==> config.mk <==
export PLATFORM = sky130hd
export DESIGN_NAME = cpuTop
export DESIGN_NICKNAME = d
export VERILOG_FILES = /design/src/hw/isaPkg.sv /design/src/hw/coreTypesPkg.sv /design/src/hw/fetchStage.sv /design/src/hw/decodeStage.sv /design/src/hw/dataMemory.sv /design/src/hw/aluUnit.sv /design/src/hw/executeStage.sv /design/src/hw/cpuTop.sv
export SDC_FILE = /design/constraint.sdc
export NUM_CORES = 1
export LEC_CHECK = 0
export BUFFER_PORTS_ARGS = -buffer_cell sky130_fd_sc_hd__buf_4
export CORE_MARGIN = 1
export CORE_UTILIZATION = 55
export DETAILED_ROUTE_END_ITERATION = 8
export GPL_ROUTABILITY_DRIVEN = 0
export PLACE_DENSITY_LB_ADDON = 0.1
export SYNTH_ARGS = -nofsm -noshare
export SYNTH_HDL_FRONTEND = slang
export SYNTH_SLANG_ARGS = --single-unit
==> constraint.sdc <==
create_clock -name clk -period 7 [get_ports clk]
set_input_delay 1.05 -clock clk [delete_from_list [all_inputs] [get_ports clk]]
set_output_delay 1.05 -clock clk [all_outputs]
set_load 0.02 [all_outputs]
==> src/hw/isaPkg.sv <==
package isaPkg;

   ////////////////////////////////////////
   // instruction fields
   ////////////////////////////////////////

   typedef enum logic [2:0] {
      opAdd  = 3'd0, // operand + acc
      opSub  = 3'd1, // operand - acc
      opAnd  = 3'd2,
      opOr   = 3'd3,
      opMov  = 3'd4, // pass operand
      opShl  = 3'd5,
      opShr  = 3'd6,
      opNone = 3'd7  // result forced to zero
   } opcodeT;

   typedef enum logic {
      srcImm = 1'b0, // value field is the operand
      srcRam = 1'b1  // operand read from RAM
   } operandSrcT;

   typedef struct packed {
      operandSrcT source; // bit 11
      opcodeT     opcode; // bits 10..8
      logic [7:0] value;  // immediate, or RAM address in the low bits
   } instrT;

   typedef logic [2:0] pcT;

   localparam int ProgramDepth = 8;

   typedef instrT programT [ProgramDepth];

   ////////////////////////////////////////
   // default ROM image
   ////////////////////////////////////////

   localparam programT bootProgram = '{
      '{srcImm, opMov,  8'h19}, // acc = 0x19
      '{srcRam, opNone, 8'h00}, // store slot, ram word 0
      '{srcImm, opMov,  8'h2d}, // acc = 0x2d
      '{srcRam, opNone, 8'h01}, // store slot, ram word 1
      '{srcRam, opMov,  8'h00}, // acc = ram[0]
      '{srcRam, opAdd,  8'h01}, // acc = ram[1] + acc
      '{srcRam, opNone, 8'h02}, // store slot, ram word 2
      '{srcRam, opShr,  8'h02}  // acc = ram[2] >> 1
   };

endpackage

==> src/hw/coreTypesPkg.sv <==
package coreTypesPkg;

   import isaPkg::*;

   ////////////////////////////////////////
   // datapath
   ////////////////////////////////////////

   typedef logic [7:0] dataT;

   typedef logic [1:0] ramAddrT; // four RAM words

   typedef struct packed {
      logic carry;
      logic zero;
      logic negative;
      logic overflow; // signed, add and sub only
   } flagsT;

   ////////////////////////////////////////
   // stage to stage
   ////////////////////////////////////////

   // held in the instruction register between decode and execute
   typedef struct packed {
      operandSrcT source;
      opcodeT     opcode;
      dataT       value;
   } decodedT;

endpackage

==> src/hw/fetchStage.sv <==
`timescale 1ns/100ps

module fetchStage
   import isaPkg::*;
#(
   parameter programT Program = bootProgram
)
(
   input  logic  clk,
   input  logic  reset,
   input  logic  fetch,
   output pcT    pc,
   output instrT instr
);

   ////////////////////////////////////////
   // program counter
   ////////////////////////////////////////

   always_ff @(posedge clk)
   begin
      if (reset)
      begin
         pc <= '0;
      end
      else if (fetch)
      begin
         pc <= pc + 3'd1; // wraps 7 -> 0
      end
      else
      begin
         pc <= '0; // fetch low restarts the program
      end
   end

   // ROM lookup, no latency
   assign instr = Program[pc];

   pcAdvance: assert property (
      @(posedge clk) disable iff (reset)
      fetch |=> (pc == pcT'($past(pc) + 3'd1))
   )
   else $error("pc did not advance on fetch");

endmodule

==> src/hw/decodeStage.sv <==
`timescale 1ns/100ps

module decodeStage
   import isaPkg::*;
   import coreTypesPkg::*;
(
   input  logic    clk,
   input  logic    reset,
   input  logic    decode,
   input  instrT   instr,
   output decodedT decoded
);

   localparam decodedT DecodedClear = '{srcImm, opAdd, 8'h00};

   // instruction register, loads on the decode strobe
   always_ff @(posedge clk)
   begin
      if (reset)
      begin
         decoded <= DecodedClear;
      end
      else if (decode)
      begin
         decoded.source <= instr.source; // operand select
         decoded.opcode <= instr.opcode;
         decoded.value  <= instr.value;  // immediate or ram address
      end
   end

   // a pc advancing under a held register must not disturb it
   decodedHold: assert property (
      @(posedge clk) disable iff (reset)
      !decode |=> $stable(decoded)
   )
   else $error("instruction register changed without decode");

endmodule

==> src/hw/dataMemory.sv <==
`timescale 1ns/100ps

module dataMemory
   import coreTypesPkg::*;
(
   input  logic    clk,
   input  logic    rw,        // 0 write, 1 read
   input  ramAddrT addr,
   input  dataT    writeData,
   output dataT    readData
);

   localparam int Depth = 4;

   dataT             mem [Depth];
   logic [Depth-1:0] wordSel; // one-hot word select

   ////////////////////////////////////////
   // address decoder
   ////////////////////////////////////////

   always_comb
   begin
      for (int i = 0; i < Depth; i++)
      begin
         wordSel[i] = (addr == ramAddrT'(i));
      end
   end

   always_ff @(posedge clk)
   begin
      for (int i = 0; i < Depth; i++)
      begin
         if (!rw && wordSel[i])
         begin
            mem[i] <= writeData; // acc stored
         end
      end
   end

   // read path gated by rw
   always_comb
   begin
      readData = '0;
      for (int i = 0; i < Depth; i++)
      begin
         if (rw && wordSel[i])
         begin
            readData = mem[i];
         end
      end
   end

   // rw is checked on every edge, addr whenever a write happens
   ramCtrlKnown: assert property (
      @(posedge clk) !$isunknown(rw) && (rw || !$isunknown(addr))
   )
   else $error("unknown RAM control");

endmodule

==> src/hw/aluUnit.sv <==
`timescale 1ns/100ps

module aluUnit
   import isaPkg::*;
   import coreTypesPkg::*;
(
   input  dataT   operand,
   input  dataT   acc,
   input  opcodeT opcode,
   output dataT   result,
   output flagsT  flags
);

   logic [8:0] sum;  // carry in bit 8
   logic [8:0] diff; // operand + ~acc + 1

   assign sum  = {1'b0, operand} + {1'b0, acc};
   assign diff = {1'b0, operand} + {1'b0, ~acc} + 9'd1;

   ////////////////////////////////////////
   // function select
   ////////////////////////////////////////

   always_comb
   begin
      result        = '0;
      flags.carry    = 1'b0;
      flags.overflow = 1'b0;
      unique case (opcode)
         opAdd:
         begin
            result         = sum[7:0];
            flags.carry    = sum[8];
            flags.overflow = (operand[7] == acc[7]) && (sum[7] != operand[7]);
         end
         opSub:
         begin
            result         = diff[7:0];
            flags.carry    = diff[8]; // set when no borrow
            flags.overflow = (operand[7] != acc[7]) && (diff[7] != operand[7]);
         end
         opAnd:
         begin
            result = operand & acc;
         end
         opOr:
         begin
            result = operand | acc;
         end
         opMov:
         begin
            result = operand;
         end
         opShl:
         begin
            result = {operand[6:0], 1'b0};
         end
         opShr:
         begin
            result = {1'b0, operand[7:1]};
         end
         opNone:
         begin
            result = '0;
         end
      endcase
      flags.zero     = (result == '0);
      flags.negative = result[7];
   end

endmodule

==> src/hw/executeStage.sv <==
`timescale 1ns/100ps

module executeStage
   import isaPkg::*;
   import coreTypesPkg::*;
(
   input  logic    clk,
   input  logic    reset,
   input  logic    ex,
   input  decodedT decoded,
   input  dataT    readData,
   output dataT    acc,
   output flagsT   flags
);

   dataT operand;
   dataT aluResult;

   // immediate or RAM word
   assign operand = (decoded.source == srcRam) ? readData : decoded.value;

   aluUnit alu
   (
      .operand (operand),
      .acc     (acc),
      .opcode  (decoded.opcode),
      .result  (aluResult),
      .flags   (flags)
   );

   ////////////////////////////////////////
   // accumulator
   ////////////////////////////////////////

   always_ff @(posedge clk)
   begin
      if (reset)
      begin
         acc <= '0;
      end
      else if (ex)
      begin
         acc <= aluResult;
      end
   end

   accHold: assert property (
      @(posedge clk) disable iff (reset)
      !ex |=> $stable(acc)
   )
   else $error("accumulator changed without ex");

endmodule

==> src/hw/cpuTop.sv <==
`timescale 1ns/100ps

module cpuTop
   import isaPkg::*;
   import coreTypesPkg::*;
#(
   parameter programT Program = bootProgram
)
(
   input  logic   clk,
   input  logic   reset,
   input  logic   fetch,
   input  logic   decode,
   input  logic   ex,
   input  logic   rw,
   output pcT     pc,
   output opcodeT op,
   output dataT   acc,
   output flagsT  flags
);

   instrT   instr;
   decodedT decoded;
   dataT    readData;
   ramAddrT ramAddr;

   ////////////////////////////////////////
   // stages
   ////////////////////////////////////////

   fetchStage #(
      .Program (Program)
   ) fetchU
   (
      .clk   (clk),
      .reset (reset),
      .fetch (fetch),
      .pc    (pc),
      .instr (instr)
   );

   decodeStage decodeU
   (
      .clk     (clk),
      .reset   (reset),
      .decode  (decode),
      .instr   (instr),
      .decoded (decoded)
   );

   executeStage executeU
   (
      .clk      (clk),
      .reset    (reset),
      .ex       (ex),
      .decoded  (decoded),
      .readData (readData),
      .acc      (acc),
      .flags    (flags)
   );

   assign ramAddr = decoded.value[1:0]; // low value bits pick the word

   dataMemory ramU
   (
      .clk       (clk),
      .rw        (rw),
      .addr      (ramAddr),
      .writeData (acc),
      .readData  (readData)
   );

   assign op = decoded.opcode;

endmodule

Yosys cells after proc, flatten, opt, wreduce, memory -nomap -nowiden
Memory sizes are Yosys's and may differ from the RTL's. A register that Yosys moved wholly into a read port is not among the register bits.
Cells that the tools add are included.
{"block": "op_classes", "n_addsub": 4, "eq_ne": 14, "muxes": 25, "bitwise": 5, "reduce_logical": 18}
{"cell": "2-to-1 mux 8 bit", "count": 8}
{"cell": "case mux 8 bit (8 select lines)", "count": 1}
{"cell": "OR reduction 8 bit", "count": 3}
{"cell": "adder 8 x 8 -> 9 bit", "count": 2}
{"cell": "== test 3 bit, second input constant", "count": 4}
{"cell": "2-to-1 mux 1 bit", "count": 11}
{"cell": "logical AND 1 bit", "count": 10}
{"cell": "adder 9 x 1 -> 9 bit, second input constant", "count": 1}
{"cell": "AND 8 bit", "count": 1}
{"cell": "zero test 8 bit", "count": 1}
{"cell": "inverter 8 bit", "count": 1}
{"cell": "bitwise OR 8 bit", "count": 1}
{"cell": "== test 3 x 2 -> 1 bit, second input constant", "count": 2}
{"cell": "2-to-1 mux 2 bit", "count": 3}
{"cell": "== test 2 bit, second input constant", "count": 2}
{"cell": "inverter 3 -> 4 bit", "count": 1}
{"cell": "case mux 1 bit (2 select lines)", "count": 2}
{"cell": "adder 3 x 1 -> 3 bit, second input constant", "count": 1}
{"cell": "== test 3 x 1 -> 1 bit, second input constant", "count": 1}
{"cell": "zero test 3 bit", "count": 1}
{"cell": "!= test 1 bit", "count": 3}
{"cell": "== test 2 x 1 -> 1 bit, second input constant", "count": 1}
{"cell": "zero test 2 bit", "count": 1}
{"cell": "OR reduction 2 bit", "count": 1}
{"cell": "3 further kinds", "count": 3}
{"block": "totals", "reg_bits": 11, "mem_bits_rw": 32, "rom_bits": 96, "output_inout_bits": 18, "memories": 2}
{"memory": "(name not given)", "depth": 8, "word_bits": 12, "rd": 1, "rd_ports_with_merged_regs": 1, "wr": 0, "line": "fetchStage.sv:37", "source": "assign instr = Program[pc];"}
{"memory": "ramU.mem", "depth": 4, "word_bits": 8, "rd": 4, "rd_ports_with_merged_regs": 0, "wr": 1, "line": "dataMemory.sv:15", "source": "dataT mem [Depth];"}

Longest topological paths before layout
{"block": "logic_depth", "depth_word": 12, "mapped_depth": 16, "depth_no_buf": 14}

By module
A second synthesis with hierarchy kept.
{"block": "hier_totals", "hier_cells": 355, "area_unflattened_um2": 3623.5}
{"mod": "aluUnit", "n_inst": 1, "cells_each": 184, "area_each_um2": 1283.7}
{"mod": "dataMemory", "n_inst": 1, "cells_each": 65, "area_each_um2": 1233.7}
{"mod": "decodeStage", "n_inst": 1, "cells_each": 38, "area_each_um2": 420.4}
{"mod": "executeStage", "n_inst": 1, "cells_each": 35, "area_each_um2": 416.6}
{"mod": "fetchStage", "n_inst": 1, "cells_each": 33, "area_each_um2": 269.0}

Worst setup path after synthesis
OpenSTA, ideal clock, no wires.
{"block": "synth_timing", "path_type": "input to output", "from": "input rw", "to": "output flags[2] in the netlist's numbering", "arrival_time_ns": 4.026, "path_slack_ns": 1.924, "stages": 13, "path_buffers": 0, "cell_sequence": "inv_1 o21ai_0 a21oi_1 ha_1 inv_1 fa_1 a211oi_1 nor3_1 o21a_1 nor4_2 a211oi_1 or3_1 nor4_2"}
{"element": "from (decl)", "line": "cpuTop.sv:15", "source": "input logic rw,"}
{"element": "to (decl)", "line": "cpuTop.sv:19", "source": "output flagsT flags"}

==> impl_metrics.yaml <==
status:
  status: "completed"
setup_path:
  cp-end-kind: "output pin"
  path_buf_inv: 2
  slowest_stage: "dfxtp_1"
  worstPathRequired_ns: 5.95
  crit_arrival_ns: 4.64
  crit_family: "compound AO/OA/AOI/OAI gates"
  rrSetupSlack_ns: 2.92
  setup.worst_path.start_class: "register"
  worstPathCellList: "mux2i_1 > o21ai_0 > a21oi_1 > ha_1 > inv_1 > fa_1 > a211oi_1 > nor3_1 > o21a_1 > nor4_2 > a211oi_1 > or3_1 > nor4_2 > buf_4"
  cp_max_fo: 16
  slowest_delay_ns: 0.76
  crit_type: "reg -> out"
  worstSetupStartpoint: "decodeU.decoded[1]"
  rr_startpoint: "decodeU.decoded[0]"
grt:
  grt_start_max_net_pins: 25
  antenna_found_initial: 0
  track_usage_pct: 25.4
  grt_pass1_vias: 2736
  grt_pass1_wl_microns: 14000
  overflow: 0
detailed_routing:
  drt-total-wl_microns: 8620
  drt-initial-drc-count: 226
  viasPerCell: 6.30
  firstDrtPassIters: 4
  num_vias: 2875
  drc: 0
  wl_per_cell_microns: 18.9
  drtAntennaViolNets: 0
cells_and_area:
  area_delta_synth_final_pct: 8.45
  num-nets-final: 418
  final_cell_area_sq_um: 3920
  fillers: 511
  diodes: 0
  stdcell_count: 456
  drive_gt1_share_pct: 13.7
power:
  power_frac_seq_pct: 45.2
  irDropWorstVdd_v: 0.000146
  p_per_area_nw_per_um2: 207
  p_comb_share_pct: 25.5
  p_clk_share_pct: 29.3
  switching_share_pct: 29.5
  power_switching_uw: 239
  p_leak_nw: 1.61
  intPower_uw: 572
  power_uw: 812
synth:
  synthesis.area_sq_um: 3610
  synth.avg_cell_area_sq_um: 9.77
  ys_ff_latch: 52
  yosys.area.top_type: "edfxtp_1"
  synth_edf_count: 32
  synth_cell_types: 60
  ys_warn_count: 0
  synth.yosys.seq_area_share_pct: 37.7
  synth_nets: 410
  ys_top_cells_by_area: "edfxtp_1 27%, dfxtp_1 11%, ha_1 11%"
  synth-async-reset-ratio_pct: 0
  synthMostInstantiatedCell: "nor2_1"
  synth_ff_type: "edfxtp_1"
  synthCells: 370
  yosys.area.top_type_share_pct: 26.6
  ys_top_cells_by_count: "34 x nor2_1, 32 x edfxtp_1, 32 x ha_1"
die:
  die_y_microns: 83.1
  fp.dieW_microns: 83.1
  fp-row-count: 29
  fp.coreArea_sq_um: 6350
  initial_utilization_pct: 56.9
  dieArea_sq_um: 6900
  ios: 24
placed_design:
  dpl_cell_area_sq_um: 3790
  portBuffers: 23
  dp_slack_ns: 1.47
  dp_hpwl_microns: 6380
  placed_cells: 448
sta:
  fin_skew_ns: 0.00752
  period_needed_ns: 5.69
  max_freq_mhz: 176
  fin_setup_tns_ns: 0
  hold_viol: 0
  slew_violations: 0
  setup_viol: 0
  relSlewSlack_pct: 43.4
  worstMarginPinSlew_ns: 0.847
  fin_ws_ns: 1.31
  final.period_utilization_pct: 81.3
  rsz0062_at_grt: "no"
hold_path:
  hold_path.class: "reg -> reg"
  worstHoldStart: "decodeU.decoded[4]"
run:
  cap_violations: 0
clock_network:
  hold_buffers: 0
  cts_resized: 0
  cts_tree: "done"
  cts.htree.levels: 2
  cts_setup_buffers: 0
  cts_sinks: 52
  cts-root-buf: "clkbuf_8"
  clock_latency_ns: 0.30
  numCtsBuffers: 5
  path_clk_slew_ns: 0.09
  clockBufferDepth: 2
## sequential cells by signal, indices dropped and copies added, names as in the netlist
name             count
decodeU.decoded      9
ramU.mem            32
fetchU.pc            3
executeU.acc         8
## metal layers
layer	vias up	share of wire [%]	global-route usage, %
met3	24	6.1	3.88
met4	0	3.4	12.1
li1	1358	-	-
met2	124	45	38.8
met1	1369	46	35.4
met5	-	0	0
## cell type report
type,instances,area (sq um),share of cell area (%)
clock buffer,6,72.6,1.85
clock inverter,2,60.1,1.53
inverter,30,113,2.87
multi-input combinational,262,2010,51.4
sequential,52,1360,34.7
tap,77,96.3,2.46
timing repair buffer,27,203,5.17
## power by group through the flow
stage,Sequential [mW],Clock (mW),Combinational [mW]
global route,0.369,0.255,0.227
detailed placement,0.374,0,0.204
finish,0.367,0.238,0.207
global placement,0.373,0,0.202
CTS,0.367,0.241,0.206
floorplan,0.365,0,0.157
## worst paths after layout
path / endpoint / cells past startpoint
worst max-delay path: flags[2] / 14
worst min-delay path: decodeU.decoded[4] / 2
worst min register to register: decodeU.decoded[4] / 2
worst max register to register: executeU.acc[7] / 11
## cell usage in the layout, fill, tap and decap left out, types with 3 or more instances in the layout
cell type  instances
nor2_1            34
ha_1              32
edfxtp_1          32
inv_1             29
buf_4             27
a21oi_1           24
dfxtp_1           20
nor3_1            16
o21ai_0           14
mux2i_1           14
nand2_1           12
a211oi_1          12
nand2b_1           8
nand3_1            7
o21a_1             5
nor2b_1            5
nand3b_1           5
xnor2_1            5
clkbuf_8           5
and2_1             4
o221ai_1           4
nor3b_1            3
xor2_1             3
a21o_1             3
mux4_2             3
a31o_2             3
o31ai_1            3
and3_1             3
## cell families after synthesis
group / after synthesis / share of synthesized area (%)
muxes: 20 / 7.51
buffers and inverters: 56 / 6.61
DFF: 52 / 37.7
and+or+nand+nor: 107 / 15.4
adders and majority gates: 34 / 12.2
xor gates and xnor gates: 8 / 1.94
AOI/OAI and AO/OA: 93 / 18.7
## worst min-delay path: stages (launching register included)
cell,delay [ns]
dfxtp_1,0.33
nand2b_1,0.07
a21oi_1,0.05
## per-stage QoR
| step | hold slack (ns) | util, % |
|---|---|---|
| 5_1_grt | 0.514 | 61.7 |
| 6_report | 0.482 | 61.7 |
| 2_1_floorplan | 0.441 | - |
| 4_1_cts | 0.485 | 61.7 |
| 3_5_place_dp | 0.470 | 59.6 |
| 3_3_place_gp | 0.467 | 59.6 |
Note: power is estimated with default switching activity, not from simulation.
